--- config.mk ---
export PLATFORM = sky130hd
export DESIGN_NAME = btac_predict
export DESIGN_NICKNAME = d
export VERILOG_FILES = /design/src/btac_pkg.sv /design/src/btac_predict.sv
export SDC_FILE = /design/constraint.sdc
export NUM_CORES = 1
export LEC_CHECK = 0
export BUFFER_PORTS_ARGS = -buffer_cell sky130_fd_sc_hd__buf_4
export CAP_MARGIN = 20
export CORE_MARGIN = 8
export CORE_UTILIZATION = 23
export DETAILED_ROUTE_END_ITERATION = 6
export PLACE_DENSITY_LB_ADDON = 0.2
export SYNTH_ARGS = -nofsm -noshare
export SYNTH_HDL_FRONTEND = slang
export SYNTH_SLANG_ARGS = --single-unit
--- constraint.sdc ---
create_clock -name clock -period 3.09 [get_ports clock]
set_input_delay 0.618 -clock clock [delete_from_list [all_inputs] [get_ports clock]]
set_output_delay 0.618 -clock clock [all_outputs]
set_load 0.02 [all_outputs]
--- src/btac_pkg.sv ---
package btac_pkg;

  // Program counter and target address width
  localparam int addr_width = 32;

  // A BTB entry holds {target, branch pc, next pc}
  localparam int entry_width = 3 * addr_width;

  localparam int entry_taddr_lsb = 2 * addr_width;
  localparam int entry_pc_lsb = addr_width;
  localparam int entry_npc_lsb = 0;

  typedef enum logic [1:0] {
    miss_none,
    miss_target,
    miss_not_taken,
    miss_unpredicted
  } btac_miss_e;

endpackage

--- src/btac_predict.sv ---
`timescale 1ns/100ps

module btac_predict
  import btac_pkg::*;
#(
  parameter int btb_depth = 64
) (
  input  logic                           clock,
  input  logic                           reset,
  input  logic                           clear,
  input  logic                           stall,
  input  logic [addr_width-1:0]          get_pc0,
  input  logic [addr_width-1:0]          get_pc1,
  input  logic [entry_width-1:0]         rdata0,
  input  logic [entry_width-1:0]         rdata1,
  output logic [$clog2(btb_depth)-1:0]   raddr0,
  output logic [$clog2(btb_depth)-1:0]   raddr1,
  output logic                           pred_branch,
  output logic [addr_width-1:0]          pred_baddr,
  output logic [addr_width-1:0]          pred_pc,
  output logic [addr_width-1:0]          pred_npc
);

  localparam int idx_width = $clog2(btb_depth);

  logic [addr_width-1:0]  pc0_q;
  logic [addr_width-1:0]  pc1_q;
  logic                   hit0;
  logic                   hit1;
  logic [entry_width-1:0] entry;

  always_ff @(posedge clock) begin
    if (!reset) begin
      pc0_q <= '0;
      pc1_q <= '0;
    end else if (!clear) begin
      pc0_q <= get_pc0;
      pc1_q <= get_pc1;
    end
  end

  // On a flush keep indexing the held PCs so data and tags stay paired
  assign raddr0 = clear ? pc0_q[idx_width+1:2] : get_pc0[idx_width+1:2];
  assign raddr1 = clear ? pc1_q[idx_width+1:2] : get_pc1[idx_width+1:2];

  // Full PC compare where an empty entry never matches
  assign hit0 = (|rdata0) && (rdata0[entry_pc_lsb +: addr_width] == pc0_q);
  assign hit1 = (|rdata1) && (rdata1[entry_pc_lsb +: addr_width] == pc1_q);

  // Slot 0 wins when both hit
  assign entry = hit0 ? rdata0 : rdata1;

  always_comb begin
    if (stall || clear) begin
      pred_branch = 1'b0;
      pred_baddr = '0;
      pred_pc = '0;
      pred_npc = '0;
    end else begin
      pred_branch = hit0 || hit1;
      pred_baddr = (hit0 || hit1) ? entry[entry_taddr_lsb +: addr_width] : '0;
      pred_pc = (hit0 || hit1) ? entry[entry_pc_lsb +: addr_width] : '0;
      pred_npc = (hit0 || hit1) ? entry[entry_npc_lsb +: addr_width] : '0;
    end
  end

endmodule

======== After elaboration in Yosys (flattened, before gate mapping) ========
Cells that the tools add are included.
W data, S select, Z words.
operators by class
  equality and inequality tests ........... 2
  muxes and demuxes ....................... 10
  reduce and logical (&&, ||, !) cells .... 6
operators with widths
  cell                 number
  $mux W32             6
  $reduce_or A96 Y1    2
  $mux W96             1
  $eq A32 B32 Y1       2
  $mux W6              2
  $logic_and A1 B1 Y1  2
  $logic_or A1 B1 Y1   2
  $mux W1              1
storage, ports and cells
  register bits after elaboration ......... 64
  input port bits ......................... 260
  output and inout port bits .............. 109
  word-level logic and storage cells ...... 20

======== Depth between registers and ports, before layout ========
  depth in word-level cells ............... 5
  mapped depth ............................ 9
  depth with buffers taken out ............ 6

======== Worst setup path before layout ========
Ideal clock, no wire load.
  path type ............................... input port to output port
  from .................................... input rdata0[58]
  to ...................................... output pred_baddr[22]
  data arrival time ....................... 2.208 ns
  data required time ...................... 2.472 ns
  path slack .............................. 0.264 ns
  stages on the path ...................... 9
  buffers on the path ..................... 3
  cells stage by stage .................... xor2_1 nor4_1 nand4_1 a211oi_1 buf_2 o21ai_2 buf_4 buf_6 nor2_1
between the ends
  word-level cells in the longest chain between the ends .. 5
  elaborated cells on any way between the ends .. 7
  those cells by class .................... eq/ne (1); mux (3); reduce/logical (3)
RTL lines
  what                                                 RTL line                                source
  from (decl)                                          btac_predict.sv:14                      input logic [entry_width-1:0] rdata0,
  $reduce_or A96 Y1 or $eq A32 B32 Y1 (tied branches)  btac_predict.sv:47                      assign hit0 = (|rdata0) && (rdata0[entry_pc_lsb +: addr_width] == pc0_q);
  $logic_and A1 B1 Y1 (*)                              btac_predict.sv:47
  $mux W96 or $logic_or A1 B1 Y1 (tied branches)       btac_predict.sv:51, btac_predict.sv:61
  $mux W32 (*)                                         btac_predict.sv:61                      pred_baddr = (hit0 || hit1) ? entry[entry_taddr_lsb +: addr_width] : '0;
  $mux W32 (*)                                         btac_predict.sv:54                      if (stall || clear) begin
  to (decl)                                            btac_predict.sv:19                      output logic [addr_width-1:0] pred_baddr,
Every way passes the cells marked *; elsewhere a longest branch is shown, timed or not.

======== Worst setup path after layout ========
  from .................................... input rdata0[36]
  to ...................................... output pred_npc[9]
between the ends
  word-level cells in the longest chain between the ends .. 5
  elaborated cells on any way between the ends .. 7
  those cells by class .................... eq/ne (1); mux (3); reduce/logical (3)
RTL lines
  what                                                 RTL line                                source
  $reduce_or A96 Y1 or $eq A32 B32 Y1 (tied branches)  btac_predict.sv:47
  $logic_and A1 B1 Y1 (*)                              btac_predict.sv:47
  $mux W96 or $logic_or A1 B1 Y1 (tied branches)       btac_predict.sv:51, btac_predict.sv:63
  $mux W32 (*)                                         btac_predict.sv:63                      pred_npc = (hit0 || hit1) ? entry[entry_npc_lsb +: addr_width] : '0;
  $mux W32 (*)                                         btac_predict.sv:54
  to (decl)                                            btac_predict.sv:21                      output logic [addr_width-1:0] pred_npc
Marked as above.

==> run summary <==
Run status: finished, violations left
Violated checks: negative setup slack
Crit share post-route: 113%
Slew @ Worst Pin: 0.585 ns
Setup WS post-layout: -0.410 ns
Worst vdd ir: 0.000197 V
Cell Area, Placed: 0.00924 mm2
Bufs and invs on worst path: 7
Routability cong.: 0.981
Total Routing Usage GR: 22.0%
Share of layout cells above drive strength 1: 63.0%
H-tree depth: 3
Antenna violations before repair: 1
Worst hold path type: primary input to register
Clock Tree Buf Depth: 2
Synth Area in Compound Gates: 0.476%
Total global routing overflow: 0
Synth area leader: mux2i_1
Tmin final: 3.50 ns
Largest net degree at the start of global routing: 65
Wire per inst: 22.9 um
CP Data Required Time: 2.47 ns
Startpoint types: primary input
Simple-Gate Fraction of Synth Area: 25.7%
Total die area: 0.0267 mm2
Post-Syn Instances: 572
Row count: 54
CTS clk-pin slew, worst paths: 0.06 ns
Final Hold Fails: 0
Post-synth cell types: 17
Synth Area in XOR/XNOR: 11.2%
Max-Cap Viols: 0
Area grow syn2layout: 119%
Via density: 4.64
Worst skew pair latency: 0.33 ns
First-pass GRT wire length: 43600 um
Post-layout nets: 1360
Power Dens Cells: 259 mW/mm2
CP Max Fanout: 9
Area fraction of the dominant cell type after synthesis: 29.7%
Number of global-route vias before repair: 6838
Die Wd: 163 um
Worst path slowest cell: a211oi_4
Final Max Tran Viols: 0
DRT iter0 DRCs: 230
Clock net sink count: 64
Leakage: 4.97 nW
Largest family of logic cells by synthesized area: multiplexers
Cell Area, Synth: 0.00499 mm2
Highest Clock Rate: 286 MHz
Synth top area cells: mux2i_1, dfxtp_1, xor2_1
Drt total wl: 31800 um
Die span in y: 163 um
Cell-by-cell trace of the critical path: buf_8, buf_6, xor2_2, nor4_2, buf_4, nand4_1, a211oi_4, buf_12, buf_12, buf_12, mux2i_4, nor2_1, buf_4
Most frequent CP cell: buf_12
Most common cell after layout, fill and taps aside: buf_4
Drt first pass iters: 4
CTS tree: done
Mux contribution to synthesized area: 32.4%
Via count: 6428
Slowest stage delay, CP: 0.33 ns
ANT nets after route: 0
PortBufs: 368
Crit-path leading delay family: buffers and inverters
Final HPWL DP: 26400 um
Sequential share of the synthesized area: 25.7%
Mean Syn Cell Area: 8.73 um2
Initial Utilization: 23.2%
Yosys reg bits: 64
Post-route cell area: 0.0109 mm2
Post-Synth Adder-Cell Area: 0%
Core area: 0.0216 mm2
Filler cells: 2047
Hold-fix buffers, CTS: 0
Setup CP Type: primary input to output port
Ports: 369
YS warnings: 0
Endpoints failing setup: 97
Clock Skews: 0 ns
Commonest cells after routing, fill and taps aside: buf_4, mux2i_1, dfxtp_1
Worst setup EP type: output port
Cts bufs inserted: 9
Crit path DAT: 2.88 ns
Final TNS setup: -31.86 ns
RSZ-0062 raised after global routing: true
Mapped Nets: 832
Root Buffer: clkbuf_16
Slew margin rel.: 60.6%
DRC Markers: 0
==> stage by stage <==
stage	instances	utilization (%)	hold slack, ns	power, mW	setup slack [ns]
after floorplan	572	-	0.506	1.16	0.264
after detailed placement	1345	42.9	0.529	1.72	-0.553
after global routing	1386	50.7	0.545	2.95	-0.528
final	1386	50.7	0.537	2.83	-0.410
after global placement	1345	42.9	0.518	1.72	-0.534
after CTS	1378	47.1	0.532	2.81	-0.384
==> path summary, 6_finish.rpt <==
check	cells past startpoint	start	slack, ns	endpoint
setup / recovery	13	rdata0[36]	-0.41	pred_npc[9]
hold / removal	3	get_pc0[13]	0.54	pc0_q[13]
setup reg to reg	2	pc1_q[5]	2.20	pc1_q[5]
hold reg to reg	2	pc1_q[19]	0.54	pc1_q[19]
==> tightest hold or removal path, stage by stage <==
cell     delay, ns
buf_4         0.07
mux2i_1       0.05
nor2b_1       0.09
==> state kept, by name (all words and copies together) (netlist names) <==
signal  flops
pc0_q      32
pc1_q      32
==> cell type report <==
class	instances	area (um2)	share of cell area, %
timing repair buffer	552	4760	43.6
multi-input combinational	472	4230	38.7
sequential	64	1280	11.7
tap	280	350	3.21
clock buffer	13	260	2.38
clock inverter	3	40.0	0.366
inverter	1	3.75	0.0344
antenna	1	2.50	0.0229
==> repair_timing <==
item | CTS | global route
resized for setup | 91 | 142
setup buffers | 12 | 1
pin swaps | 10 | 17
gates cloned | 5 | 7
endpoints found under the setup margin | 97 | 97
hold endpoints to repair | 0 | 0
==> synth_stat cells <==
cell,count
inv_2,1
mux2i_1,148
dfxtp_1,64
nor2b_1,52
clkbuf_1,12
buf_2,7
buf_1,2
nand4_1,16
buf_6,8
xor2_1,64
o21ai_2,1
and2_1,12
a211oi_1,2
nor2_1,99
buf_4,6
nor4_1,66
mux2_2,12
==> kinds of logic (layout without fill, tap and decap cells) <==
group	after synthesis	after routing
and+or+nand+nor	245	245
muxes	160	160
xor gates and xnor gates	64	64
DFF	64	64
buffers and inverters	36	569
AOI/OAI and AO/OA	3	3
other	0	1
==> power by group <==
part	internal (mW)	total (mW)	switching (mW)
clock network	0.667	1.05	0.379
registers	0.876	0.913	0.0370
logic	0.500	0.874	0.374
total	2.04	2.83	0.791
==> layer usage <==
layer  part of all wire (%)  up-vias  global-route usage [%]  wire length (um)
li1                       -     3091                       -                 -
met3                    8.6       52                    6.43              2720
met5                      0        -                       0                 0
met1                     38     2973                    24.7             12200
met4                    3.3        0                    7.59              1050
met2                     50      312                    39.0             15800
Power figures use the tool's default switching activity.
