## config.mk

```make
export PLATFORM = sky130hd
export DESIGN_NAME = btac_track
export DESIGN_NICKNAME = d
export VERILOG_FILES = /design/src/btac_pkg.sv /design/src/btac_track.sv
export SDC_FILE = /design/constraint.sdc
export NUM_CORES = 1
export LEC_CHECK = 0
export BUFFER_PORTS_ARGS = -buffer_cell sky130_fd_sc_hd__buf_2
export CELL_PAD_IN_SITES_DETAIL_PLACEMENT = 0
export CELL_PAD_IN_SITES_GLOBAL_PLACEMENT = 2
export CORE_ASPECT_RATIO = 0.7
export CORE_MARGIN = 1
export CORE_UTILIZATION = 45
export CTS_CLUSTER_DIAMETER = 30
export DETAILED_ROUTE_END_ITERATION = 7
export PLACE_DENSITY_LB_ADDON = 0.1
export SLEW_MARGIN = 40
export SYNTH_ARGS = -nofsm -noshare
export SYNTH_HDL_FRONTEND = slang
export SYNTH_SLANG_ARGS = --single-unit
export TNS_END_PERCENT = 50
```

## constraint.sdc

```tcl
create_clock -name clock -period 28.8 [get_ports clock]
set_clock_uncertainty 0.1 [all_clocks]
set_input_delay 5.76 -clock clock [delete_from_list [all_inputs] [get_ports clock]]
set_output_delay 5.76 -clock clock [all_outputs]
set_load 0.02 [all_outputs]
```

## src/btac_pkg.sv

```systemverilog
package btac_pkg;

  // Program counter and target address width
  localparam int addr_width = 32;

  // A BTB entry holds {target, branch pc, next pc}
  localparam int entry_width = 3 * addr_width;

  localparam int entry_taddr_lsb = 2 * addr_width;
  localparam int entry_pc_lsb = addr_width;
  localparam int entry_npc_lsb = 0;

  typedef enum logic [1:0] {
    miss_none,
    miss_target,
    miss_not_taken,
    miss_unpredicted
  } btac_miss_e;

endpackage

```

## src/btac_track.sv

```systemverilog
`timescale 1ns/100ps

module btac_track
  import btac_pkg::*;
#(
  parameter int track_depth = 4
) (
  input  logic                  clock,
  input  logic                  reset,
  input  logic                  clear,
  input  logic                  stall,
  input  logic                  pred_branch,
  input  logic [addr_width-1:0] pred_baddr,
  input  logic [addr_width-1:0] pred_pc,
  input  logic [addr_width-1:0] pred_npc,
  input  logic                  trk_retire,
  output logic                  trk_taken,
  output logic [addr_width-1:0] trk_taddr,
  output logic [addr_width-1:0] trk_tpc,
  output logic [addr_width-1:0] trk_tnpc
);

  logic [track_depth-1:0] valid_q;
  logic [addr_width-1:0]  taddr_q [track_depth];
  logic [addr_width-1:0]  tpc_q [track_depth];
  logic [addr_width-1:0]  tnpc_q [track_depth];
  logic [track_depth-1:0] oldest;
  logic [track_depth-1:0] valid_kept;

  // One-hot pick of the highest valid slot
  always_comb begin
    oldest = '0;
    for (int i = track_depth - 1; i >= 0; i--) begin
      if (valid_q[i] && oldest == '0) begin
        oldest[i] = 1'b1;
      end
    end
  end

  always_comb begin
    trk_taken = |valid_q;
    trk_taddr = '0;
    trk_tpc = '0;
    trk_tnpc = '0;
    for (int i = 0; i < track_depth; i++) begin
      if (oldest[i]) begin
        trk_taddr = taddr_q[i];
        trk_tpc = tpc_q[i];
        trk_tnpc = tnpc_q[i];
      end
    end
  end

  assign valid_kept = trk_retire ? (valid_q & ~oldest) : valid_q;

  always_ff @(posedge clock) begin
    if (!reset || clear) begin
      valid_q <= '0;
    end else if (stall) begin
      valid_q <= valid_kept;
    end else begin
      // The slot shifted past the end is dropped
      valid_q[0] <= pred_branch;
      for (int i = 1; i < track_depth; i++) begin
        valid_q[i] <= valid_kept[i-1];
      end
    end
  end

  always_ff @(posedge clock) begin
    if (!stall) begin
      taddr_q[0] <= pred_baddr;
      tpc_q[0] <= pred_pc;
      tnpc_q[0] <= pred_npc;
      for (int i = 1; i < track_depth; i++) begin
        taddr_q[i] <= taddr_q[i-1];
        tpc_q[i] <= tpc_q[i-1];
        tnpc_q[i] <= tnpc_q[i-1];
      end
    end
  end

endmodule

```

Yosys cells after proc, flatten, opt, wreduce, memory -nomap -nowiden

Memories as Yosys holds them, arrays and structs flattened.
Index checks and enable logic that the tools add are counted.

Equal/unequal tests: 1
Multiplexer cells: 19
Reductions and logical operators: 8
Bitwise gates (word level): 3

Operator list:

| cell                                           | count |
|---|---|
| two-way mux 32 bit                             | 12 |
| two-way mux 4 bit                              | 2 |
| two-way mux 1 bit                              | 5 |
| bitwise AND 4 bit                              | 1 |
| NOT 4 bit                                      | 1 |
| OR reduction 4 bit                             | 1 |
| logical AND 1 bit                              | 3 |
| logical NOT 3 bit                              | 1 |
| logical NOT 2 bit                              | 1 |
| != test 2 x 1 -> 1 bit (second input constant) | 1 |
| logical NOT 1 bit                              | 1 |
| logical OR 1 bit                               | 1 |
| NOT 1 bit                                      | 1 |

Memories kept: 3
RAM bits: 384
Register bits after elaboration: 4

Memories:

| memory  | words | width | rd ports | clocked after memory_dff | write ports | RTL line         | source |
|---|---|---|---|---|---|---|---|
| taddr_q | 4     | 32    | 4        | 0                        | 4           | btac_track.sv:24 | `logic [addr_width-1:0] taddr_q [track_depth];` |
| tnpc_q  | 4     | 32    | 4        | 0                        | 4           | btac_track.sv:26 | `logic [addr_width-1:0] tnpc_q [track_depth];` |
| tpc_q   | 4     | 32    | 4        | 0                        | 4           | btac_track.sv:25 | `logic [addr_width-1:0] tpc_q [track_depth];` |

Depth between registers and ports, before layout

Depth after elaboration: 14
Mapped depth: 6

Worst setup path after synthesis

OpenSTA, ideal clock, no wires.

Path kind: input port to flip-flop
From: input port stall
To: memory taddr_q[0][0], enable pin
Slack: 14807 ps
Buffers on the path: 0
Stages: 1
Required time: 27969 ps
Setup time: 731 ps
Arrival time: 13162 ps
Cell sequence: inv_1

RTL lines:

| element            | RTL line         | source |
|---|---|---|
| start: declaration | btac_track.sv:11 | `input logic stall,` |
| end: declaration   | btac_track.sv:24 |  |

Worst setup path in the final report

From: register valid_q[3]
To: output port trk_taddr[19]

Cells in the longest elaborated chain, start to end: 14

RTL lines:

| element                          | RTL line         | source |
|---|---|---|
| start: declaration               | btac_track.sv:23 | `logic [track_depth-1:0] valid_q;` |
| start signal: assignment         | btac_track.sv:60 | `valid_q <= valid_kept;` |
| start signal: indexed assignment | btac_track.sv:65 | `valid_q[i] <= valid_kept[i-1];` |
| two-way mux 1 bit (*)            | btac_track.sv:34 | `if (valid_q[i] && oldest == '0) begin` |
| NOT 1 bit                        | btac_track.sv:34 |  |
| logical AND 1 bit                | btac_track.sv:34 |  |
| two-way mux 1 bit                | btac_track.sv:34 |  |
| logical NOT 2 bit                | btac_track.sv:34 |  |
| logical AND 1 bit                | btac_track.sv:34 |  |
| two-way mux 1 bit                | btac_track.sv:34 |  |
| logical NOT 3 bit                | btac_track.sv:34 |  |
| logical AND 1 bit                | btac_track.sv:34 |  |
| two-way mux 1 bit                | btac_track.sv:34 |  |
| two-way mux 32 bit (3 in series) | btac_track.sv:46 | `if (oldest[i]) begin` |
| two-way mux 32 bit (*)           | btac_track.sv:46 |  |
| end: declaration                 | btac_track.sv:18 | `output logic [addr_width-1:0] trk_taddr,` |

Mark *: on every way between the ends. The rest lies on a longest branch, timed or not.

==> reports/results.md <==
| Quantity | Value | Unit |
|---|---|---|
| Router iterations before antenna repair | 4 | - |
| Sum Neg Setup Slack | 0 | ns |
| Vias in the first global route | 8404 | - |
| Max Transition Viols Final | 0 | - |
| Maximum clock frequency | 111 | MHz |
| # resized after CTS | 0 | - |
| Count of nets left with antenna violations after detail routing | 0 | - |
| Placeable Area | 32800 | um^2 |
| Total Nets Final | 1259 | - |
| Root cell of the clock tree | sky130_fd_sc_hd__clkbuf_16 | - |
| Most instantiated library cell after synthesis | sky130_fd_sc_hd__edfxtp_1 | - |
| Wire length of the first global-routing pass | 48.7 | mm |
| Setup repair after global routing missed its margin | false | - |
| Number of top-level pins | 199 | - |
| Predominant post-synthesis flop cell | sky130_fd_sc_hd__edfxtp_1 | - |
| Y dimension of the die | 156 | um |
| Fin. Hold Viols | 0 | - |
| Die X-Extent | 222 | um |
| Antenna violations before repair | 5 | - |
| Critical Path Max Stage Delay | 0.79 | ns |
| Starting Density | 46.4 | % |
| Synthesized netlist net count | 1048 | - |
| Global Route met2 Usage | 29.0 | % |
| Cell types with the highest counts after synthesis | 384 x sky130_fd_sc_hd__edfxtp_1, 122 x sky130_fd_sc_hd__nand2_1, 61 x sky130_fd_sc_hd__inv_1 | - |
| Worst slew pin tran | 0.780 | ns |
| Final core occ | 57.5 | % |
| Combinational fraction of design power | 2.7 | % |
| Total of flip-flops plus latches after synthesis | 388 | - |
| Layout cells sized above 1 | 31.4 | % |
| Cell count after synthesis | 946 | - |
| Number of setup buffers added after CTS | 0 | - |
| Met1 Track Usage GR | 24.7 | % |
| Total congestion overflow | 0 | - |
| Maximum number of pins on one net before global-route repair | 164 | - |
| Hold Path Class | reg2reg | - |
| Clock slew at reported path FFs | 0.05 | ns |
| Distinct cell type count after synthesis | 27 | - |
| GRT Util Overall | 18.5 | % |
| Largest vdd supply drop | 0.0508 | mV |
| Cell chain of the critical path | buf_6 -> nand2b_1 -> buf_4 -> o22ai_1 -> a21oi_1 -> buf_2 | - |
| Largest fanout of any net on the critical path | 70 | - |
| Critical-path top delay cell | sky130_fd_sc_hd__dfxtp_4 | - |
| Count of final setup violators | 0 | - |
| Sequential fraction of the synthesis area | 76.4 | % |
| Total of max-cap violations | 0 | - |
| Number of buffers added to fix hold violations after cts | 0 | - |
| Leakage power total | 7.32 | nW |
| Routed via count divided by cell count | 5.29 | - |
| Switching Share | 20.8 | % |
| Number of buffers between clock root and the deepest sink | 3 | - |
| Multi-input logic area | 2930 | um^2 |
| Reg area | 11600 | um^2 |
| Internal cell power | 1.22 | mW |
| Worst hold start | tpc_q[2][19]$_DFFE_PN_ | - |
| Drt total wl | 32.0 | mm |
| H-tree levels | 3 | - |
| Clock network fraction of design power | 53.0 | % |
| Biggest area contributors in the synthesized netlist | sky130_fd_sc_hd__edfxtp_1 76%, sky130_fd_sc_hd__a221oi_2 4.9%, sky130_fd_sc_hd__o211a_1 3.9%, sky130_fd_sc_hd__nand2_1 3.0%, sky130_fd_sc_hd__a22oi_1 1.8% | - |
| Worst setup path startpoint | valid_q[3]$_SDFFE_PP0P_ | - |
| Total number of clock tree sinks | 388 | - |
| Clk Latency, worst-skew pair | 0.57 | ns |
| Post-Syn Area per Cell | 16.1 | um^2 |
| Initial DRC count | 617 | - |
| Setup CP Type | reg2out | - |
| Area growth from synthesis to final layout | 23.9 | % |
| Layer carrying the most global-route usage | met2 | - |
| FFs w/ async S/R, synth | 0 | % |
| Status | complete, no violations | - |
| Seq pwr share | 44.4 | % |
| Beginning of the worst register-to-register path | valid_q[3]$_SDFFE_PP0P_ | - |
| Mapped cell area | 15200 | um^2 |
| Number of enable flip-flop cells after synthesis | 384 | - |
| Remaining design rule violation count | 0 | - |
| DP Wirelength | 18.1 | mm |
| Gpl congestion | 0.758 | - |
| Power per unit of standard cell area | 81.7 | nW/um^2 |
| Number of rows created at floorplan | 55 | - |
| Via count | 8677 | - |
| Number of filler instances in the final layout | 2648 | - |
| Routing usage on met3 | 5.65 | % |
| Max-slew headroom at the worst pin | 48.0 | % |
| Critical path launch point type | flip-flop | - |
| Cell type contributing the most total cell area after synthesis | sky130_fd_sc_hd__edfxtp_1 | - |
| Yosys warnings | 0 | - |
| Arrival time at the worst endpoint | 3.17 | ns |
| Area of the die | 34500 | um^2 |
| Share of the cycle needed by the critical path after routing | 31.3 | % |
| Yosys top cell area share | 75.9 | % |
| Final critical-path required period | 9.03 | ns |
| Num CTS Buffers | 68 | - |
| Average wire per standard cell | 19.5 | um |
| Port Buf Inserts | 198 | - |
| Critical path data required time | 22.94 | ns |
| Net switching power | 320 | uW |
| Clock tree from TritonCTS | yes | - |
| Type of element capturing the critical path | output pin | - |
-- critical path, delay by kind of cell (launching register included) --
| kind | cells | cell delay [ns] |
|---|---|---|
| DFF | 1 | 0.79 |
| buffers and inverters | 3 | 1.16 |
| and+or+nand+nor | 1 | 0.19 |
| AOI/OAI and AO/OA | 2 | 0.34 |
-- cell families (layout without fill, tap and decap cells) --
family | after synthesis | count (layout) | share of synthesized area (%)
flip-flops | 388 | 388 | 76.4
AO/OA/AOI/OAI | 235 | 235 | 14.2
AND/OR/NAND/NOR | 192 | 192 | 4.97
buffers and inverters | 130 | 395 | 4.39
multiplexers | 1 | 1 | 0.0741
other | 0 | 1 | 0
-- per-layer routing --
layer | routed length (um) | up-vias
li1 | - | 4111
met1 | 14100 | 4281
met2 | 15300 | 227
met3 | 1980 | 54
met4 | 554 | 4
met5 | 21 | -
-- power groups by stage --
stage,clock (mW),combinational [mW],sequential [mW]
after CTS,0.833,0.0414,0.683
after global placement,0,0.0403,0.692
after floorplan,0,0.0243,0.696
after detailed placement,0,0.0411,0.693
after global routing,0.857,0.0448,0.687
final,0.815,0.0408,0.683
-- cell usage in the layout, fill, tap and decap left out --
master,netlist,layout
sky130_fd_sc_hd__nor4b_1,2,2
sky130_fd_sc_hd__clkbuf_16,0,71
sky130_fd_sc_hd__clkinv_4,0,6
sky130_fd_sc_hd__o21ai_0,2,2
sky130_fd_sc_hd__inv_1,61,60
sky130_fd_sc_hd__clkinvlp_4,0,9
sky130_fd_sc_hd__a22oi_1,37,37
sky130_fd_sc_hd__inv_2,1,1
sky130_fd_sc_hd__clkinv_1,0,10
sky130_fd_sc_hd__a221oi_2,50,50
sky130_fd_sc_hd__a41o_1,1,1
sky130_fd_sc_hd__bufinv_16,0,9
sky130_fd_sc_hd__clkbuf_1,1,2
sky130_fd_sc_hd__a221oi_1,9,9
sky130_fd_sc_hd__inv_6,0,3
sky130_fd_sc_hd__buf_6,12,4
sky130_fd_sc_hd__buf_12,0,1
sky130_fd_sc_hd__nand2_1,122,122
sky130_fd_sc_hd__nand3_1,2,2
sky130_fd_sc_hd__edfxtp_1,384,384
sky130_fd_sc_hd__nor2_1,60,60
sky130_fd_sc_hd__buf_4,10,4
sky130_fd_sc_hd__nand2b_1,2,2
sky130_fd_sc_hd__clkinv_8,0,2
sky130_fd_sc_hd__o32ai_1,1,1
sky130_fd_sc_hd__dfxtp_4,0,3
sky130_fd_sc_hd__clkinv_2,0,9
sky130_fd_sc_hd__mux2_2,1,1
sky130_fd_sc_hd__a21oi_1,39,39
sky130_fd_sc_hd__inv_12,0,1
sky130_fd_sc_hd__buf_16,0,2
sky130_fd_sc_hd__dfxtp_2,0,1
sky130_fd_sc_hd__diode_2,0,1
sky130_fd_sc_hd__nor2b_4,0,1
sky130_fd_sc_hd__o211a_1,59,59
sky130_fd_sc_hd__nor2b_1,2,2
sky130_fd_sc_hd__o22ai_1,37,37
sky130_fd_sc_hd__nor2_4,1,1
sky130_fd_sc_hd__clkbuf_8,0,3
sky130_fd_sc_hd__buf_2,41,198
-- worst paths after layout --
kind,endpoint,slack (ns),depth (start not counted)
max reg2reg,valid_q[3]$_SDFFE_PP0P_,26.23,3
min,tpc_q[3][19]$_DFFE_PN_,0.33,0
max,trk_taddr[19],19.77,6
min reg2reg,tpc_q[3][19]$_DFFE_PN_,0.33,0
-- cell type report --
class                   count  area share, %
inverters                  62           1.30
repair buffers            209           6.06
clock buffers              76           9.69
diodes                      1         0.0133
well taps                 427           2.84
flip-flops and latches    388           61.7
clock inverters            48           2.82
multi-input cells         428           15.5
-- state kept, by name (all words and copies together), names as in the netlist --
register	cells
taddr_q	128
valid_q	4
tpc_q	128
tnpc_q	128
-- metrics by stage --
stage          hold slack (ns)  instance area, um^2  instances  power, mW  setup WS (ns)
3_3_place_gp             0.327                16400       1512      0.732          20.17
3_5_place_dp             0.331                16400       1513      0.735          20.37
2_1_floorplan            0.326                15200        946      0.720          14.81
5_1_grt                  0.338                18800       1638       1.59          19.58
4_1_cts                  0.332                18800       1637       1.56          19.76
6_report                 0.334                18800       1639       1.54          19.77
No activity file was read; power rests on OpenSTA's default activity.
