$ cat config.mk
export PLATFORM = sky130hd
export DESIGN_NAME = btac_resolve
export DESIGN_NICKNAME = d
export VERILOG_FILES = /design/src/btac_pkg.sv /design/src/btac_resolve.sv
export SDC_FILE = /design/constraint.sdc
export NUM_CORES = 1
export LEC_CHECK = 0
export CAP_MARGIN = 40
export CORE_AREA = 2 2 170 172
export DETAILED_ROUTE_END_ITERATION = 7
export DIE_AREA = 0 0 172 174
export DONT_BUFFER_PORTS = 1
export HOLD_SLACK_MARGIN = 0.15
export SYNTH_ARGS = -nofsm -noshare
export SYNTH_HDL_FRONTEND = slang
export SYNTH_SLANG_ARGS = --single-unit
export TNS_END_PERCENT = 10
$ cat constraint.sdc
create_clock -name clock -period 7.1 [get_ports clock]
set_clock_uncertainty 0.2 [all_clocks]
set_input_delay 1.42 -clock clock [delete_from_list [all_inputs] [get_ports clock]]
set_output_delay 1.42 -clock clock [all_outputs]
set_load 0.01 [all_outputs]
$ cat src/btac_pkg.sv
package btac_pkg;

  // Program counter and target address width
  localparam int addr_width = 32;

  // A BTB entry holds {target, branch pc, next pc}
  localparam int entry_width = 3 * addr_width;

  localparam int entry_taddr_lsb = 2 * addr_width;
  localparam int entry_pc_lsb = addr_width;
  localparam int entry_npc_lsb = 0;

  typedef enum logic [1:0] {
    miss_none,
    miss_target,
    miss_not_taken,
    miss_unpredicted
  } btac_miss_e;

endpackage

$ cat src/btac_resolve.sv
`timescale 1ns/100ps

module btac_resolve
  import btac_pkg::*;
#(
  parameter int btb_depth = 64
) (
  input  logic                           clock,
  input  logic                           reset,
  input  logic                           clear,
  input  logic [addr_width-1:0]          upd_pc0,
  input  logic [addr_width-1:0]          upd_npc0,
  input  logic [addr_width-1:0]          upd_addr0,
  input  logic                           upd_jump0,
  input  logic                           upd_branch0,
  input  logic                           upd_jal0,
  input  logic [addr_width-1:0]          upd_pc1,
  input  logic [addr_width-1:0]          upd_npc1,
  input  logic [addr_width-1:0]          upd_addr1,
  input  logic                           upd_jump1,
  input  logic                           upd_branch1,
  input  logic                           upd_jal1,
  input  logic                           trk_taken,
  input  logic [addr_width-1:0]          trk_taddr,
  input  logic [addr_width-1:0]          trk_tpc,
  input  logic [addr_width-1:0]          trk_tnpc,
  output logic                           wen,
  output logic [$clog2(btb_depth)-1:0]   waddr,
  output logic [entry_width-1:0]         wdata,
  output logic                           trk_retire,
  output logic                           pred_miss,
  output logic [addr_width-1:0]          pred_maddr,
  output btac_miss_e                     pred_cause,
  output logic                           pred_hazard
);

  localparam int idx_width = $clog2(btb_depth);

  logic                  write0;
  logic                  write1;
  logic                  match0;
  logic                  match1;
  logic                  miss0;
  logic                  miss1;
  logic [addr_width-1:0] maddr;
  btac_miss_e            cause;

  // Only taken branches and jal go into the BTB
  assign write0 = upd_jump0 && (upd_branch0 || upd_jal0);
  assign write1 = upd_jump1 && (upd_branch1 || upd_jal1);

  assign wen = !clear && (write0 || write1);
  assign waddr = write0 ? upd_pc0[idx_width+1:2] : upd_pc1[idx_width+1:2];
  assign wdata = write0 ? {upd_addr0, upd_pc0, upd_npc0} : {upd_addr1, upd_pc1, upd_npc1};

  assign match0 = trk_taken && (upd_pc0 == trk_tpc);
  assign match1 = trk_taken && (upd_pc1 == trk_tpc);

  always_comb begin
    miss0 = 1'b0;
    miss1 = 1'b0;
    maddr = '0;
    cause = miss_none;
    trk_retire = 1'b0;
    if (!clear) begin
      if (match0) begin
        if (upd_jump0) begin
          trk_retire = 1'b1;
          if (upd_addr0 != trk_taddr) begin
            miss0 = 1'b1;
            maddr = upd_addr0;
            cause = miss_target;
          end
        end else if (upd_branch0) begin
          trk_retire = 1'b1;
          miss0 = 1'b1;
          maddr = trk_tnpc;
          cause = miss_not_taken;
        end
      end else if (match1) begin
        if (upd_jump1) begin
          trk_retire = 1'b1;
          if (upd_addr1 != trk_taddr) begin
            miss1 = 1'b1;
            maddr = upd_addr1;
            cause = miss_target;
          end
        end else if (upd_branch1) begin
          trk_retire = 1'b1;
          miss1 = 1'b1;
          maddr = trk_tnpc;
          cause = miss_not_taken;
        end
      end else if (upd_jump0) begin
        miss0 = 1'b1;
        maddr = upd_addr0;
        cause = miss_unpredicted;
      end else if (upd_jump1) begin
        miss1 = 1'b1;
        maddr = upd_addr1;
        cause = miss_unpredicted;
      end
    end
  end

  // Early warning of a slot-0 redirect that squashes slot 1 in this cycle
  assign pred_hazard = miss0;

  always_ff @(posedge clock) begin
    if (!reset) begin
      pred_miss <= 1'b0;
      pred_maddr <= '0;
      pred_cause <= miss_none;
    end else begin
      pred_miss <= miss0 || miss1;
      pred_maddr <= maddr;
      pred_cause <= cause;
    end
  end

endmodule

# After elaboration in Yosys (flattened, before gate mapping)
# Cells that the tools add are included.
# totals
register_bits	35
inputBits	298
word_cells	61
output_inout_bits	140
# op_classes
reduce_logical	11
n_mux	42
bitwise	1
n_eq_ne	4
# ops
operator	count
$mux W32	10
$mux W96	1
$eq A32 B32 Y1	2
$ne A32 B32 Y1	2
$mux W1	22
$mux W2	8
$mux W6	1
$logic_and A1 B1 Y1	5
$logic_or A1 B1 Y1	4
$reduce_or A2 Y1	1
$logic_not A1 Y1	1
$not A1 Y1	1

# Logic depth before layout (Yosys ltp)
# Gate-level depths: netlist of run 1.
# logic_depth
word_depth	7
mapped_depth	8
depth_no_buf	6

# Worst setup path before layout of run 1
# OpenSTA, ideal clock, no wires.
# synth_timing
kind	input to output
startpoint	in trk_tpc[20]
endpoint	out trk_retire
required_ns	5.480
slack_ns	2.316
n_path_buf	0
arrival_ns	3.164
stages	6
cell_sequence	xor2_1 or4b_1 nor4_1 nand3_1 o21ba_2 a211oi_1
# synth_via
elab_chain_len	5
elab_cells_between_ends	7
cone_classes	eq/ne: 2; mux: 3; reduce/logical: 2
# synth_rtl
item	line	source
start, declared	btac_resolve.sv:25	input logic [addr_width-1:0] trk_tpc,
$eq A32 B32 Y1	btac_resolve.sv:57	assign match1 = trk_taken && (upd_pc1 == trk_tpc);
$logic_and A1 B1 Y1	btac_resolve.sv:57	
$mux W1	btac_resolve.sv:80	end else if (match1) begin
$mux W1 (*)	btac_resolve.sv:66	if (match0) begin
$mux W1 (*)	btac_resolve.sv:65	if (!clear) begin
end, declared	btac_resolve.sv:30	output logic trk_retire,
# Every way passes the cells marked *; elsewhere a longest branch is shown, timed or not.

# Final worst setup path of run 1
# layout_timing
startpoint	in trk_tpc[10]
endpoint	out trk_retire
# The elaborated chain is that of the path after synthesis.

==> results.txt, run 1 <==
----------------------------------------------------
[Outcome]
  Outcome ... finished clean

[GRT]
  Global-route usage over all layers ... 19.9%
  Antenna violations before repair ... 1
  Pin count of the biggest net entering global routing ... 98
  GR Overflow Total ... 0
  Number of global-route vias before repair ... 5643
  Wire length of the first global-routing pass ... 42000 um

[Job]
  Max-cap violations ... 0

[Routing]
  WL/cell ... ~30 um
  Detail-routed via count per cell ... ~5.5
  Pre-antenna DRT Iters ... 5
  Count of routing violations after the opening detailed-route iteration ... 325
  Routed Antenna Nets ... 0
  Vias after detailed routing ... 5620
  Post-route DRC ... 0
  Aggregate routed wire length ... 31700 um

[Pwr]
  Power per cell area ... between 100 and 150 nW/um^2
  Sum of internal, switching and leakage power ... 786 uW
  Leakage component of the power ... 1.92 nW
  Max rail drop VDD ... 0.0772 mV

[Hold path]
  Worst min-delay path startpoint ... trk_tnpc[19]
  Path class of the lowest-slack min-delay path ... in2reg

[Synth]
  Synth Cell Area ... 5540 sq um
  Area share of the leading cell type in the synthesized netlist ... 19.5%
  Most used flip-flop cell after synthesis ... sky130_fd_sc_hd__dfxtp_1
  Number of enable flip-flop cells after synthesis ... 0
  Seq/Total Area, Yosys ... approximately 13%
  Mapped Cells ... 680
  Largest area contributor in the synthesized netlist ... sky130_fd_sc_hd__mux2_2
  Number of distinct standard cells referenced by the synthesized netlist ... 49
  Leading cell types by total area after synthesis ... sky130_fd_sc_hd__mux2_2, sky130_fd_sc_hd__xnor2_1, sky130_fd_sc_hd__dfxtp_1, sky130_fd_sc_hd__xor2_1, sky130_fd_sc_hd__o32ai_1
  Number of warnings reported in the yosys synthesis log ... 0
  Net Count, Synth ... 978
  Average cell area after synthesis ... 8.15 sq um
  Seq cells post-synth ... 35
  Share of flip-flops with an asynchronous set or reset after synthesis ... 0%

[Die]
  Top Ports ... 438
  Core Rows ... 62
  Core ar. ... 28200 sq um
  Initial Utilization ... 19.6%
  Total Die Area ... 29900 sq um
  Height of the die ... between 150 and 200 um
  X dimension of the die ... 172 um

[Placed design]
  Buffers on Ports ... 0
  Routability-driven placement congestion ratio ... 0.925
  HPWL Detailed ... 25400 um
  Number of placed cells counting well taps ... roughly 1k

[Timing]
  Fin crit period ... 5.11 ns
  Part of the cycle the worst path needs ... 72.0%
  Slew @ Worst Pin ... approximately 0.7 ns
  Worst slew margin relative to its limit ... 53.0%
  # setup viols final ... 0
  Unrepaired setup endpoints after global routing ... false
  Max Clk Rate ... 196 MHz
  Setup TNS after final layout ... 0 ns
  Final hold violation count ... 0
  Number of max-slew violations in the final report ... 0

[Setup path]
  Largest driver fanout on the critical path ... 37
  Crit path arrival time ... between 3 and 4 ns
  Setup crit end kind ... output port
  Data required time at the worst endpoint ... 5.48 ns
  CP Launch Point ... trk_tpc[10]
  CP Launch Type ... primary input
  Critical path class ... in2out

[Clocking]
  TritonCTS clock tree ... built
  Clock buffer depth ... 2
  Clock sink count ... 35
  Total of hold buffers inserted after clock tree synthesis ... 0
  Clock-pin slew on the worst setup and hold paths ... 0.07 ns
  Buffer type at the clock tree root ... sky130_fd_sc_hd__clkbuf_16
  Total setup buffers inserted after CTS ... 0
  H-tree depth ... 2
  Gates resized, CTS repair ... 0
  TritonCTS buffer count ... 5

[Finish]
  Final core occ ... 21.4%
  Number of non-filler instances in the completed layout ... 1028
  Layout cells sized above 1 ... 20.1%
  Synth-to-layout area growth ... 8.92%
  Nets ... between 900 and 1k

----------------------------------------------------
## registers in the layout (all words and copies together) (netlist names)
| name | count |
|---|---|
| pred_maddr | 32 |
| pred_cause | 2 |
| pred_miss | 1 |
## final cells by class
| class | count | area [sq um] |
|---|---|---|
| multi-input combinational | 553 | 4410 |
| tap | 384 | 480 |
| timing repair buffer | 10 | 148 |
| sequential | 35 | 701 |
| antenna | 1 | 2.50 |
| clock buffer | 8 | 156 |
| inverter | 37 | 139 |
| fill | 3197 | 22200 |
## placed cells by master (no fill, tap or decap), types with 2 or more instances in the layout
| cell | synthesis | routed |
|---|---|---|
| sky130_fd_sc_hd__nor3_1 | 4 | 4 |
| sky130_fd_sc_hd__nor2_1 | 7 | 7 |
| sky130_fd_sc_hd__dfxtp_1 | 35 | 35 |
| sky130_fd_sc_hd__nor4_1 | 12 | 10 |
| sky130_fd_sc_hd__a22oi_1 | 32 | 32 |
| sky130_fd_sc_hd__inv_1 | 36 | 36 |
| sky130_fd_sc_hd__o22ai_1 | 34 | 34 |
| sky130_fd_sc_hd__or4_1 | 6 | 6 |
| sky130_fd_sc_hd__nand3_1 | 4 | 3 |
| sky130_fd_sc_hd__o21ai_0 | 36 | 36 |
| sky130_fd_sc_hd__buf_16 | 0 | 3 |
| sky130_fd_sc_hd__mux2_2 | 96 | 96 |
| sky130_fd_sc_hd__xnor2_1 | 99 | 99 |
| sky130_fd_sc_hd__nand4_1 | 28 | 28 |
| sky130_fd_sc_hd__and2_1 | 32 | 32 |
| sky130_fd_sc_hd__nor4_2 | 0 | 2 |
| sky130_fd_sc_hd__a21oi_1 | 3 | 3 |
| sky130_fd_sc_hd__clkbuf_8 | 5 | 2 |
| sky130_fd_sc_hd__and2b_2 | 2 | 2 |
| sky130_fd_sc_hd__a211oi_1 | 33 | 33 |
| sky130_fd_sc_hd__nand2_1 | 38 | 38 |
| sky130_fd_sc_hd__xor2_1 | 34 | 34 |
| sky130_fd_sc_hd__clkbuf_16 | 0 | 5 |
| sky130_fd_sc_hd__o32ai_1 | 32 | 32 |
| sky130_fd_sc_hd__buf_4 | 6 | 6 |
## per-stage QoR
step                area (sq um)  worst slack [ns]  hold slack, ns
finish                      6030              1.99            1.11
global route                6030              1.91            1.11
CTS                         6030              1.98            1.10
detailed placement          5870              1.96            1.43
global placement            5790              1.91            1.43
floorplan                   5540              2.32            1.41
## kinds of logic (layout without fill, tap and decap cells)
logic type,Yosys count,after routing,synth area share [%]
DFF,35,35,12.6
muxes,97,97,19.7
other,0,1,0
xor gates and xnor gates,133,133,21.0
AOI/OAI and AO/OA,178,178,22.5
buffers and inverters,92,55,8.65
and+or+nand+nor,145,145,15.5
## path summary, 6_finish.rpt
path | slack (ns) | cells past startpoint | end
setup / recovery | 1.99 | 7 | trk_retire
hold / removal | 1.11 | 2 | pred_maddr[19]
## per-layer routing
metal | GRT usage, % | wire (um) | vias to the layer above
li1 | - | - | 2457
met1 | 20.3 | 10900 | 2716
met2 | 38.6 | 17100 | 418
met3 | 6.49 | 3160 | 29
met4 | 4.69 | 554 | 0
met5 | 0 | 0 | -
## cells in the mapped netlist (2+ instances only)
cell type                   n
sky130_fd_sc_hd__nor3_1     4
sky130_fd_sc_hd__buf_6      5
sky130_fd_sc_hd__o32ai_1   32
sky130_fd_sc_hd__xor2_1    34
sky130_fd_sc_hd__o21ai_0   36
sky130_fd_sc_hd__and2b_2    2
sky130_fd_sc_hd__o22ai_1   34
sky130_fd_sc_hd__a22oi_1   32
sky130_fd_sc_hd__clkbuf_1  31
sky130_fd_sc_hd__mux2_2    96
sky130_fd_sc_hd__a21oi_1    3
sky130_fd_sc_hd__buf_2      6
sky130_fd_sc_hd__and2_1    32
sky130_fd_sc_hd__or4_1      6
sky130_fd_sc_hd__xnor2_1   99
sky130_fd_sc_hd__nand3_1    4
sky130_fd_sc_hd__dfxtp_1   35
sky130_fd_sc_hd__nor2_1     7
sky130_fd_sc_hd__nand4_1   28
sky130_fd_sc_hd__inv_1     36
sky130_fd_sc_hd__nor4_1    12
sky130_fd_sc_hd__a211oi_1  33
sky130_fd_sc_hd__nand2_1   38
sky130_fd_sc_hd__clkbuf_8   5
sky130_fd_sc_hd__buf_4      6
## worst max-delay path, stage by stage
cell and delay [ns]:
sky130_fd_sc_hd__xnor2_1 0.24, sky130_fd_sc_hd__or4b_1 0.46, sky130_fd_sc_hd__nor4_1 0.30, sky130_fd_sc_hd__nand3_2 0.10
sky130_fd_sc_hd__buf_4 0.31, sky130_fd_sc_hd__o21ba_2 0.27, sky130_fd_sc_hd__a211oi_1 0.39
## power by group
group          internal, mW  switching (mW)  total (mW)
Clock                 0.150           0.108       0.258
Sequential            0.204         0.00806       0.212
Combinational         0.139           0.177       0.316
Total                 0.493           0.292       0.786
(Power assumes the default switching activity.)
==> run 2: changes to the inputs <==
- clock period: 7.1 -> 5.05 ns (I/O delays scaled with it)
==> run 2 against run 1 <==
Setup slack worse by 1.1 ns. Critical path depth is 1 lower. Sequential cell count stayed put. Core utilization is 0.097 points lower. Sequential share of layout area is 0.053 points higher. Power is 40% higher. Cell area is 0.46% lower. First-iteration DRC count is 16% higher. Combinational power is 40% higher.
==> results.txt, run 2 (synthesis results as in run 1) <==
----------------------------------------------------
[GRT]
  Pin count of the biggest net entering global routing ... 98 (unchanged)
  GR Overflow Total ... 0 (unchanged)
  Number of global-route vias before repair ... 5726 (+1.5%)
  Antenna violations before repair ... 4 (+3)
  Global-route usage over all layers ... 20.1% (+0.17 points)
  Wire length of the first global-routing pass ... 42500 um (+1.3%)

[Pwr]
  Power per cell area ... 183 nW/um^2 (+41%)
  Max rail drop VDD ... 0.0962 mV (+25%)
  Leakage component of the power ... 1.91 nW (-0.54%)
  Sum of internal, switching and leakage power ... 1.10 mW (+40%)

[Clocking]
  Total setup buffers inserted after CTS ... 0 (unchanged)
  TritonCTS buffer count ... 5 (unchanged)
  Clock sink count ... 35 (unchanged)
  H-tree depth ... 2 (unchanged)
  Clock-pin slew on the worst setup and hold paths ... 0.06 ns (about the same)
  Buffer type at the clock tree root ... sky130_fd_sc_hd__clkbuf_16
  Gates resized, CTS repair ... 0 (unchanged)
  Clock buffer depth ... 2 (unchanged)
  Total of hold buffers inserted after clock tree synthesis ... 0 (unchanged)
  TritonCTS clock tree ... built

[Routing]
  Post-route DRC ... 0 (unchanged)
  Pre-antenna DRT Iters ... 5 (unchanged)
  Detail-routed via count per cell ... 5.47 (about the same)
  Count of routing violations after the opening detailed-route iteration ... 376 (+16%)
  WL/cell ... 30.6 um (-0.69%)
  Vias after detailed routing ... 5641 (+0.37%)
  Aggregate routed wire length ... 31600 um (-0.40%)
  Routed Antenna Nets ... 0 (unchanged)

[Finish]
  Nets ... 941 (+0.11%)
  Number of flip-flops in the largest register ... 32 (unchanged)
  Registers with the highest flip-flop counts ... pred_maddr x32, pred_cause x2, pred_miss x1
  Sequential cell area ... 701 sq um (unchanged)
  Final core occ ... 21.3% (-0.097 points)
  Synth-to-layout area growth ... 8.43%
  Most common cell after layout, fill and taps aside ... sky130_fd_sc_hd__xnor2_1
  Top register by number of flip-flops ... pred_maddr
  Area occupied by multi-input gates ... 4410 sq um (unchanged)
  Layout cells sized above 1 ... 20.2% (+0.12 points)
  Highest-count cells in the layout ignoring fill and taps ... sky130_fd_sc_hd__xnor2_1, sky130_fd_sc_hd__mux2_2, sky130_fd_sc_hd__nand2_1
  # fillers ... 3167 (-0.94%)

[Die]
  X dimension of the die ... 172 um (unchanged)
  Total Die Area ... 29900 sq um (unchanged)
  Height of the die ... 174 um (unchanged)
  Initial Utilization ... 19.6% (unchanged)
  Top Ports ... 438 (unchanged)
  Core ar. ... 28200 sq um (unchanged)
  Core Rows ... 62 (unchanged)

[Setup path]
  Data required time at the worst endpoint ... 3.84 ns (-1.64 ns)
  WP buf/inv ... 0 (-1)
  CP Launch Type ... primary input
  Critical-path cell list ... xnor2_1 > nand4_1 > or4_1 > nor3_1 > o21ba_2 > a211oi_1
  Count of cell instances traversed by the critical path ... 6 (-1)
  Setup crit end kind ... output port
  CP delay by family, top ... simple AND/OR/NAND/NOR gates
  Crit path arrival time ... 2.91 ns (-0.58 ns)
  CP Launch Point ... trk_tpc[21]
  Critical path class ... in2out
  End point of the critical path ... trk_retire
  Longest individual stage delay on the worst path ... 0.55 ns (+0.09 ns)
  Largest driver fanout on the critical path ... 3 (-92%)
  Cell with the largest stage delay on the worst path ... sky130_fd_sc_hd__or4_1

[Timing]
  Number of max-slew violations in the final report ... 0 (unchanged)
  Final hold violation count ... 0 (unchanged)
  Fin crit period ... 4.12 ns
  Unrepaired setup endpoints after global routing ... false
  Worst hold slack ... 0.705 ns (-0.410 ns)
  Worst slew margin relative to its limit ... 49.5% (-3.5 points)
  Max Clk Rate ... between 200 and 250 MHz
  Part of the cycle the worst path needs ... 81.5%
  Slew @ Worst Pin ... 0.751 ns (+0.0466 ns)
  Setup TNS after final layout ... 0 ns (unchanged)
  # setup viols final ... 0 (unchanged)

[Placed design]
  HPWL Detailed ... 25300 um (-0.73%)
  Buffers on Ports ... 0 (unchanged)
  Routability-driven placement congestion ratio ... 0.909 (-1.7%)

[Hold path]
  Path class of the lowest-slack min-delay path ... in2reg

[Job]
  Max-cap violations ... 0 (unchanged)

[Outcome]
  Outcome ... finished clean

----------------------------------------------------
-- run 2: changes by cell type in the layout (fill, tap and decap cells not counted) --
cell,change
sky130_fd_sc_hd__buf_16,-2
sky130_fd_sc_hd__buf_4,+3
sky130_fd_sc_hd__diode_2,+2
-- run 2: area by class of cell --
type,instances,area share [%]
multi-input cells,553,73.4
flip-flops and latches,35,11.7
well taps,384,8.00
clock buffers,8,2.60
inverters,37,2.31
repair buffers,11,1.92
diodes,3,0.125
-- run 2: per-stage QoR --
stage                     cell area [sq um]  cells  worst slack (ns)
after global placement                 5810   1019             0.935
after detailed placement               5840   1020             0.923
after global routing                   6010   1031             0.805
final                                  6010   1031             0.933
after floorplan                        5540    680              1.09
after CTS                              6000   1028             0.920
-- run 2: how the worst min path moves through the flow --
stage	startpoint	end	slack, ns	cells past startpoint
2_1_floorplan	trk_tnpc[19]	pred_maddr[19]	1.00	2
4_1_cts	trk_tnpc[28]	pred_maddr[28]	0.69	2
3_3_place_gp	trk_tnpc[12]	pred_maddr[12]	1.01	2
3_5_place_dp	trk_tnpc[28]	pred_maddr[28]	1.02	2
6_report	trk_tnpc[26]	pred_maddr[26]	0.70	2
5_1_grt	trk_tnpc[16]	pred_maddr[16]	0.70	2
-- run 2: where the power goes --
part	switching (mW)	internal, mW	leakage, nW
logic	0.250	0.192	1.54
clock network	0.148	0.211	0.0772
registers	0.0111	0.287	0.286
total	0.409	0.690	1.91
-- run 2: layer usage --
metal | track usage [%] | share of wire, % | vias up
met5 | 0 | 0.041 | -
met3 | 6.99 | 11 | 53
met4 | 7.32 | 3.5 | 2
li1 | - | - | 2446
met2 | 37.0 | 52 | 401
met1 | 20.7 | 34 | 2739
==> run 3: changes to the inputs <==
- clock period: 5.05 -> 3.8 ns (I/O delays scaled with it)
==> run 3 against run 2 <==
Non-clock buffer count up 7. Power up 30%. Clock-buffer cell count is 2 lower. Via count fell by 1.4%. Setup slack worse by 0.79 ns. Core utilization up 0.13 points. Cell area up 0.63%. Die area did not move. Sequential power increased by 33%. Largest power group unchanged.
==> results.txt, run 3 (synthesis results as in run 1) <==
----------------------------------------------------
[Outcome]
  Outcome ... finished clean

[Die]
  Initial Utilization ... 19.6% (unchanged)
  Height of the die ... 174 um (unchanged)
  Total Die Area ... 29900 sq um (unchanged)
  Top Ports ... 438 (unchanged)
  Core Rows ... 62 (unchanged)
  X dimension of the die ... 172 um (unchanged)
  Core ar. ... 28200 sq um (unchanged)

[Timing]
  Worst slew margin relative to its limit ... 43.9% (-5.6 points)
  Number of max-slew violations in the final report ... 0 (unchanged)
  Part of the cycle the worst path needs ... 96.3%
  Setup TNS after final layout ... 0 ns (unchanged)
  Fin crit period ... 3.66 ns
  # setup viols final ... 0 (unchanged)
  Max Clk Rate ... approximately 270 MHz
  Worst setup slack after layout ... 0.142 ns (-0.792 ns)
  Final hold violation count ... 0 (unchanged)
  Unrepaired setup endpoints after global routing ... false
  Slew @ Worst Pin ... 0.840 ns (+0.0889 ns)

[Routing]
  Detail-routed via count per cell ... 5.38 (-1.7%)
  WL/cell ... 30.6 um (about the same)
  Pre-antenna DRT Iters ... 4 (-1)
  Vias after detailed routing ... 5564 (-1.4%)
  Count of routing violations after the opening detailed-route iteration ... 283 (-25%)
  Post-route DRC ... 0 (unchanged)
  Aggregate routed wire length ... 31700 um (+0.34%)
  Routed Antenna Nets ... 0 (unchanged)

[Finish]
  Area occupied by multi-input gates ... 4410 sq um (unchanged)
  Most common cell after layout, fill and taps aside ... sky130_fd_sc_hd__xnor2_1
  Synth-to-layout area growth ... 9.10%
  Number of flip-flops in the largest register ... 32 (unchanged)
  Layout Cell Area excl Fill ... 6040 sq um (+0.63%)
  Top register by number of flip-flops ... pred_maddr
  # fillers ... 3182 (+0.47%)
  Nets ... 948 (+0.74%)
  Registers with the highest flip-flop counts ... pred_maddr x32, pred_cause x2, pred_miss x1
  Layout cells sized above 1 ... 21.1% (+0.89 points)
  Highest-count cells in the layout ignoring fill and taps ... sky130_fd_sc_hd__xnor2_1, sky130_fd_sc_hd__mux2_2, sky130_fd_sc_hd__nand2_1
  Sequential cell area ... 701 sq um (unchanged)
  Number of diodes added for antenna fixing ... 0 (-3)
  Number of non-filler instances in the completed layout ... 1034 (+0.29%)

[Clocking]
  Total of hold buffers inserted after clock tree synthesis ... 0 (unchanged)
  Gates resized, CTS repair ... 0 (unchanged)
  TritonCTS clock tree ... built
  H-tree depth ... 2 (unchanged)
  Clock sink count ... 35 (unchanged)
  Clock-pin slew on the worst setup and hold paths ... 0.07 ns (about the same)
  Clock buffer depth ... 2 (unchanged)
  TritonCTS buffer count ... 5 (unchanged)
  Total setup buffers inserted after CTS ... 0 (unchanged)
  Buffer type at the clock tree root ... sky130_fd_sc_hd__clkbuf_16

[GRT]
  Global-route usage over all layers ... 20.0% (-0.087 points)
  Pin count of the biggest net entering global routing ... 98 (unchanged)
  GR Overflow Total ... 0 (unchanged)
  Wire length of the first global-routing pass ... 42500 um (about the same)
  Antenna violations before repair ... 0 (-4)
  Number of global-route vias before repair ... 5683 (-0.75%)

[Job]
  Max-cap violations ... 0 (unchanged)

[Placed design]
  Pre-CTS WS ... 0.226 ns (-0.697 ns)
  Buffers on Ports ... 0 (unchanged)
  Routability-driven placement congestion ratio ... 0.917 (+0.91%)
  HPWL Detailed ... 25200 um (-0.16%)
  Area of placed instances ... 5900 sq um (+0.99%)
  Number of placed cells counting well taps ... 1027 (+0.69%)

[Hold path]
  Path class of the lowest-slack min-delay path ... in2reg
  Number of cells on the worst hold path ... 2 (unchanged)

[Pwr]
  Leakage component of the power ... 1.94 nW (+1.5%)
  Power per cell area ... 237 nW/um^2 (+30%)
  Max rail drop VDD ... 0.128 mV (+33%)
  Sum of internal, switching and leakage power ... 1.43 mW (+30%)

[Setup path]
  Critical path class ... in2out
  CP Launch Point ... trk_tpc[26]
  Data required time at the worst endpoint ... 2.84 ns (-1.00 ns)
  Crit path arrival time ... 2.70 ns (-0.21 ns)
  Setup crit end kind ... output port
  CP Launch Type ... primary input
  Largest driver fanout on the critical path ... 3 (unchanged)
  End point of the critical path ... trk_retire

----------------------------------------------------
## run 3: changes by cell type in the layout (fill, tap and decap cells not counted), sizes merged
cell / previous run / this run
buf: 11 / 18
diode: 3 / 0
clkbuf: 8 / 6
clkinv: 1 / 2
## run 3: worst min path at each step
stage | start | end | slack (ns)
after floorplan | trk_tnpc[19] | pred_maddr[19] | 0.75
after global placement | trk_tnpc[17] | pred_maddr[17] | 0.76
after detailed placement | trk_tnpc[11] | pred_maddr[11] | 0.76
after CTS | trk_tnpc[17] | pred_maddr[17] | 0.44
after global routing | trk_tnpc[31] | pred_maddr[31] | 0.47
final | trk_tnpc[26] | pred_maddr[26] | 0.46
## run 3: where the power goes
group	internal [mW]	switching [mW]
Sequential	0.382	0.0144
Clock	0.257	0.194
Combinational	0.258	0.329
Total	0.897	0.537
## run 3: per-stage QoR
stage	util, %	hold slack (ns)
finish	21.4	0.461
global route	21.4	0.465
floorplan	-	0.753
CTS	21.4	0.443
global placement	20.9	0.762
detailed placement	20.9	0.764
## run 3: routing by layer
layer | wire (um) | vias up | GRT usage, % | share of wire [%]
met1 | 11000 | 2664 | 21.2 | 35
met4 | 516 | 0 | 3.99 | 1.6
li1 | - | 2465 | - | -
met2 | 16700 | 407 | 38.2 | 53
met5 | 0 | - | 0 | 0
met3 | 3400 | 28 | 6.51 | 11
## run 3: final cells by class
cell class	count	area share, %
clock buffers	6	2.30
clock inverters	1	0.0828
inverters	37	2.30
multi-input cells	553	72.9
flip-flops and latches	35	11.6
well taps	384	7.95
repair buffers	18	2.86
## run 3: critical path, cell delays in order
cell and delay (ns):
sky130_fd_sc_hd__xnor2_1 0.21, sky130_fd_sc_hd__nand4_1 0.15, sky130_fd_sc_hd__or4_1 0.56, sky130_fd_sc_hd__nor3_1 0.39, sky130_fd_sc_hd__o21ba_2 0.22, sky130_fd_sc_hd__a211oi_1 0.24
sky130_fd_sc_hd__buf_4 0.17
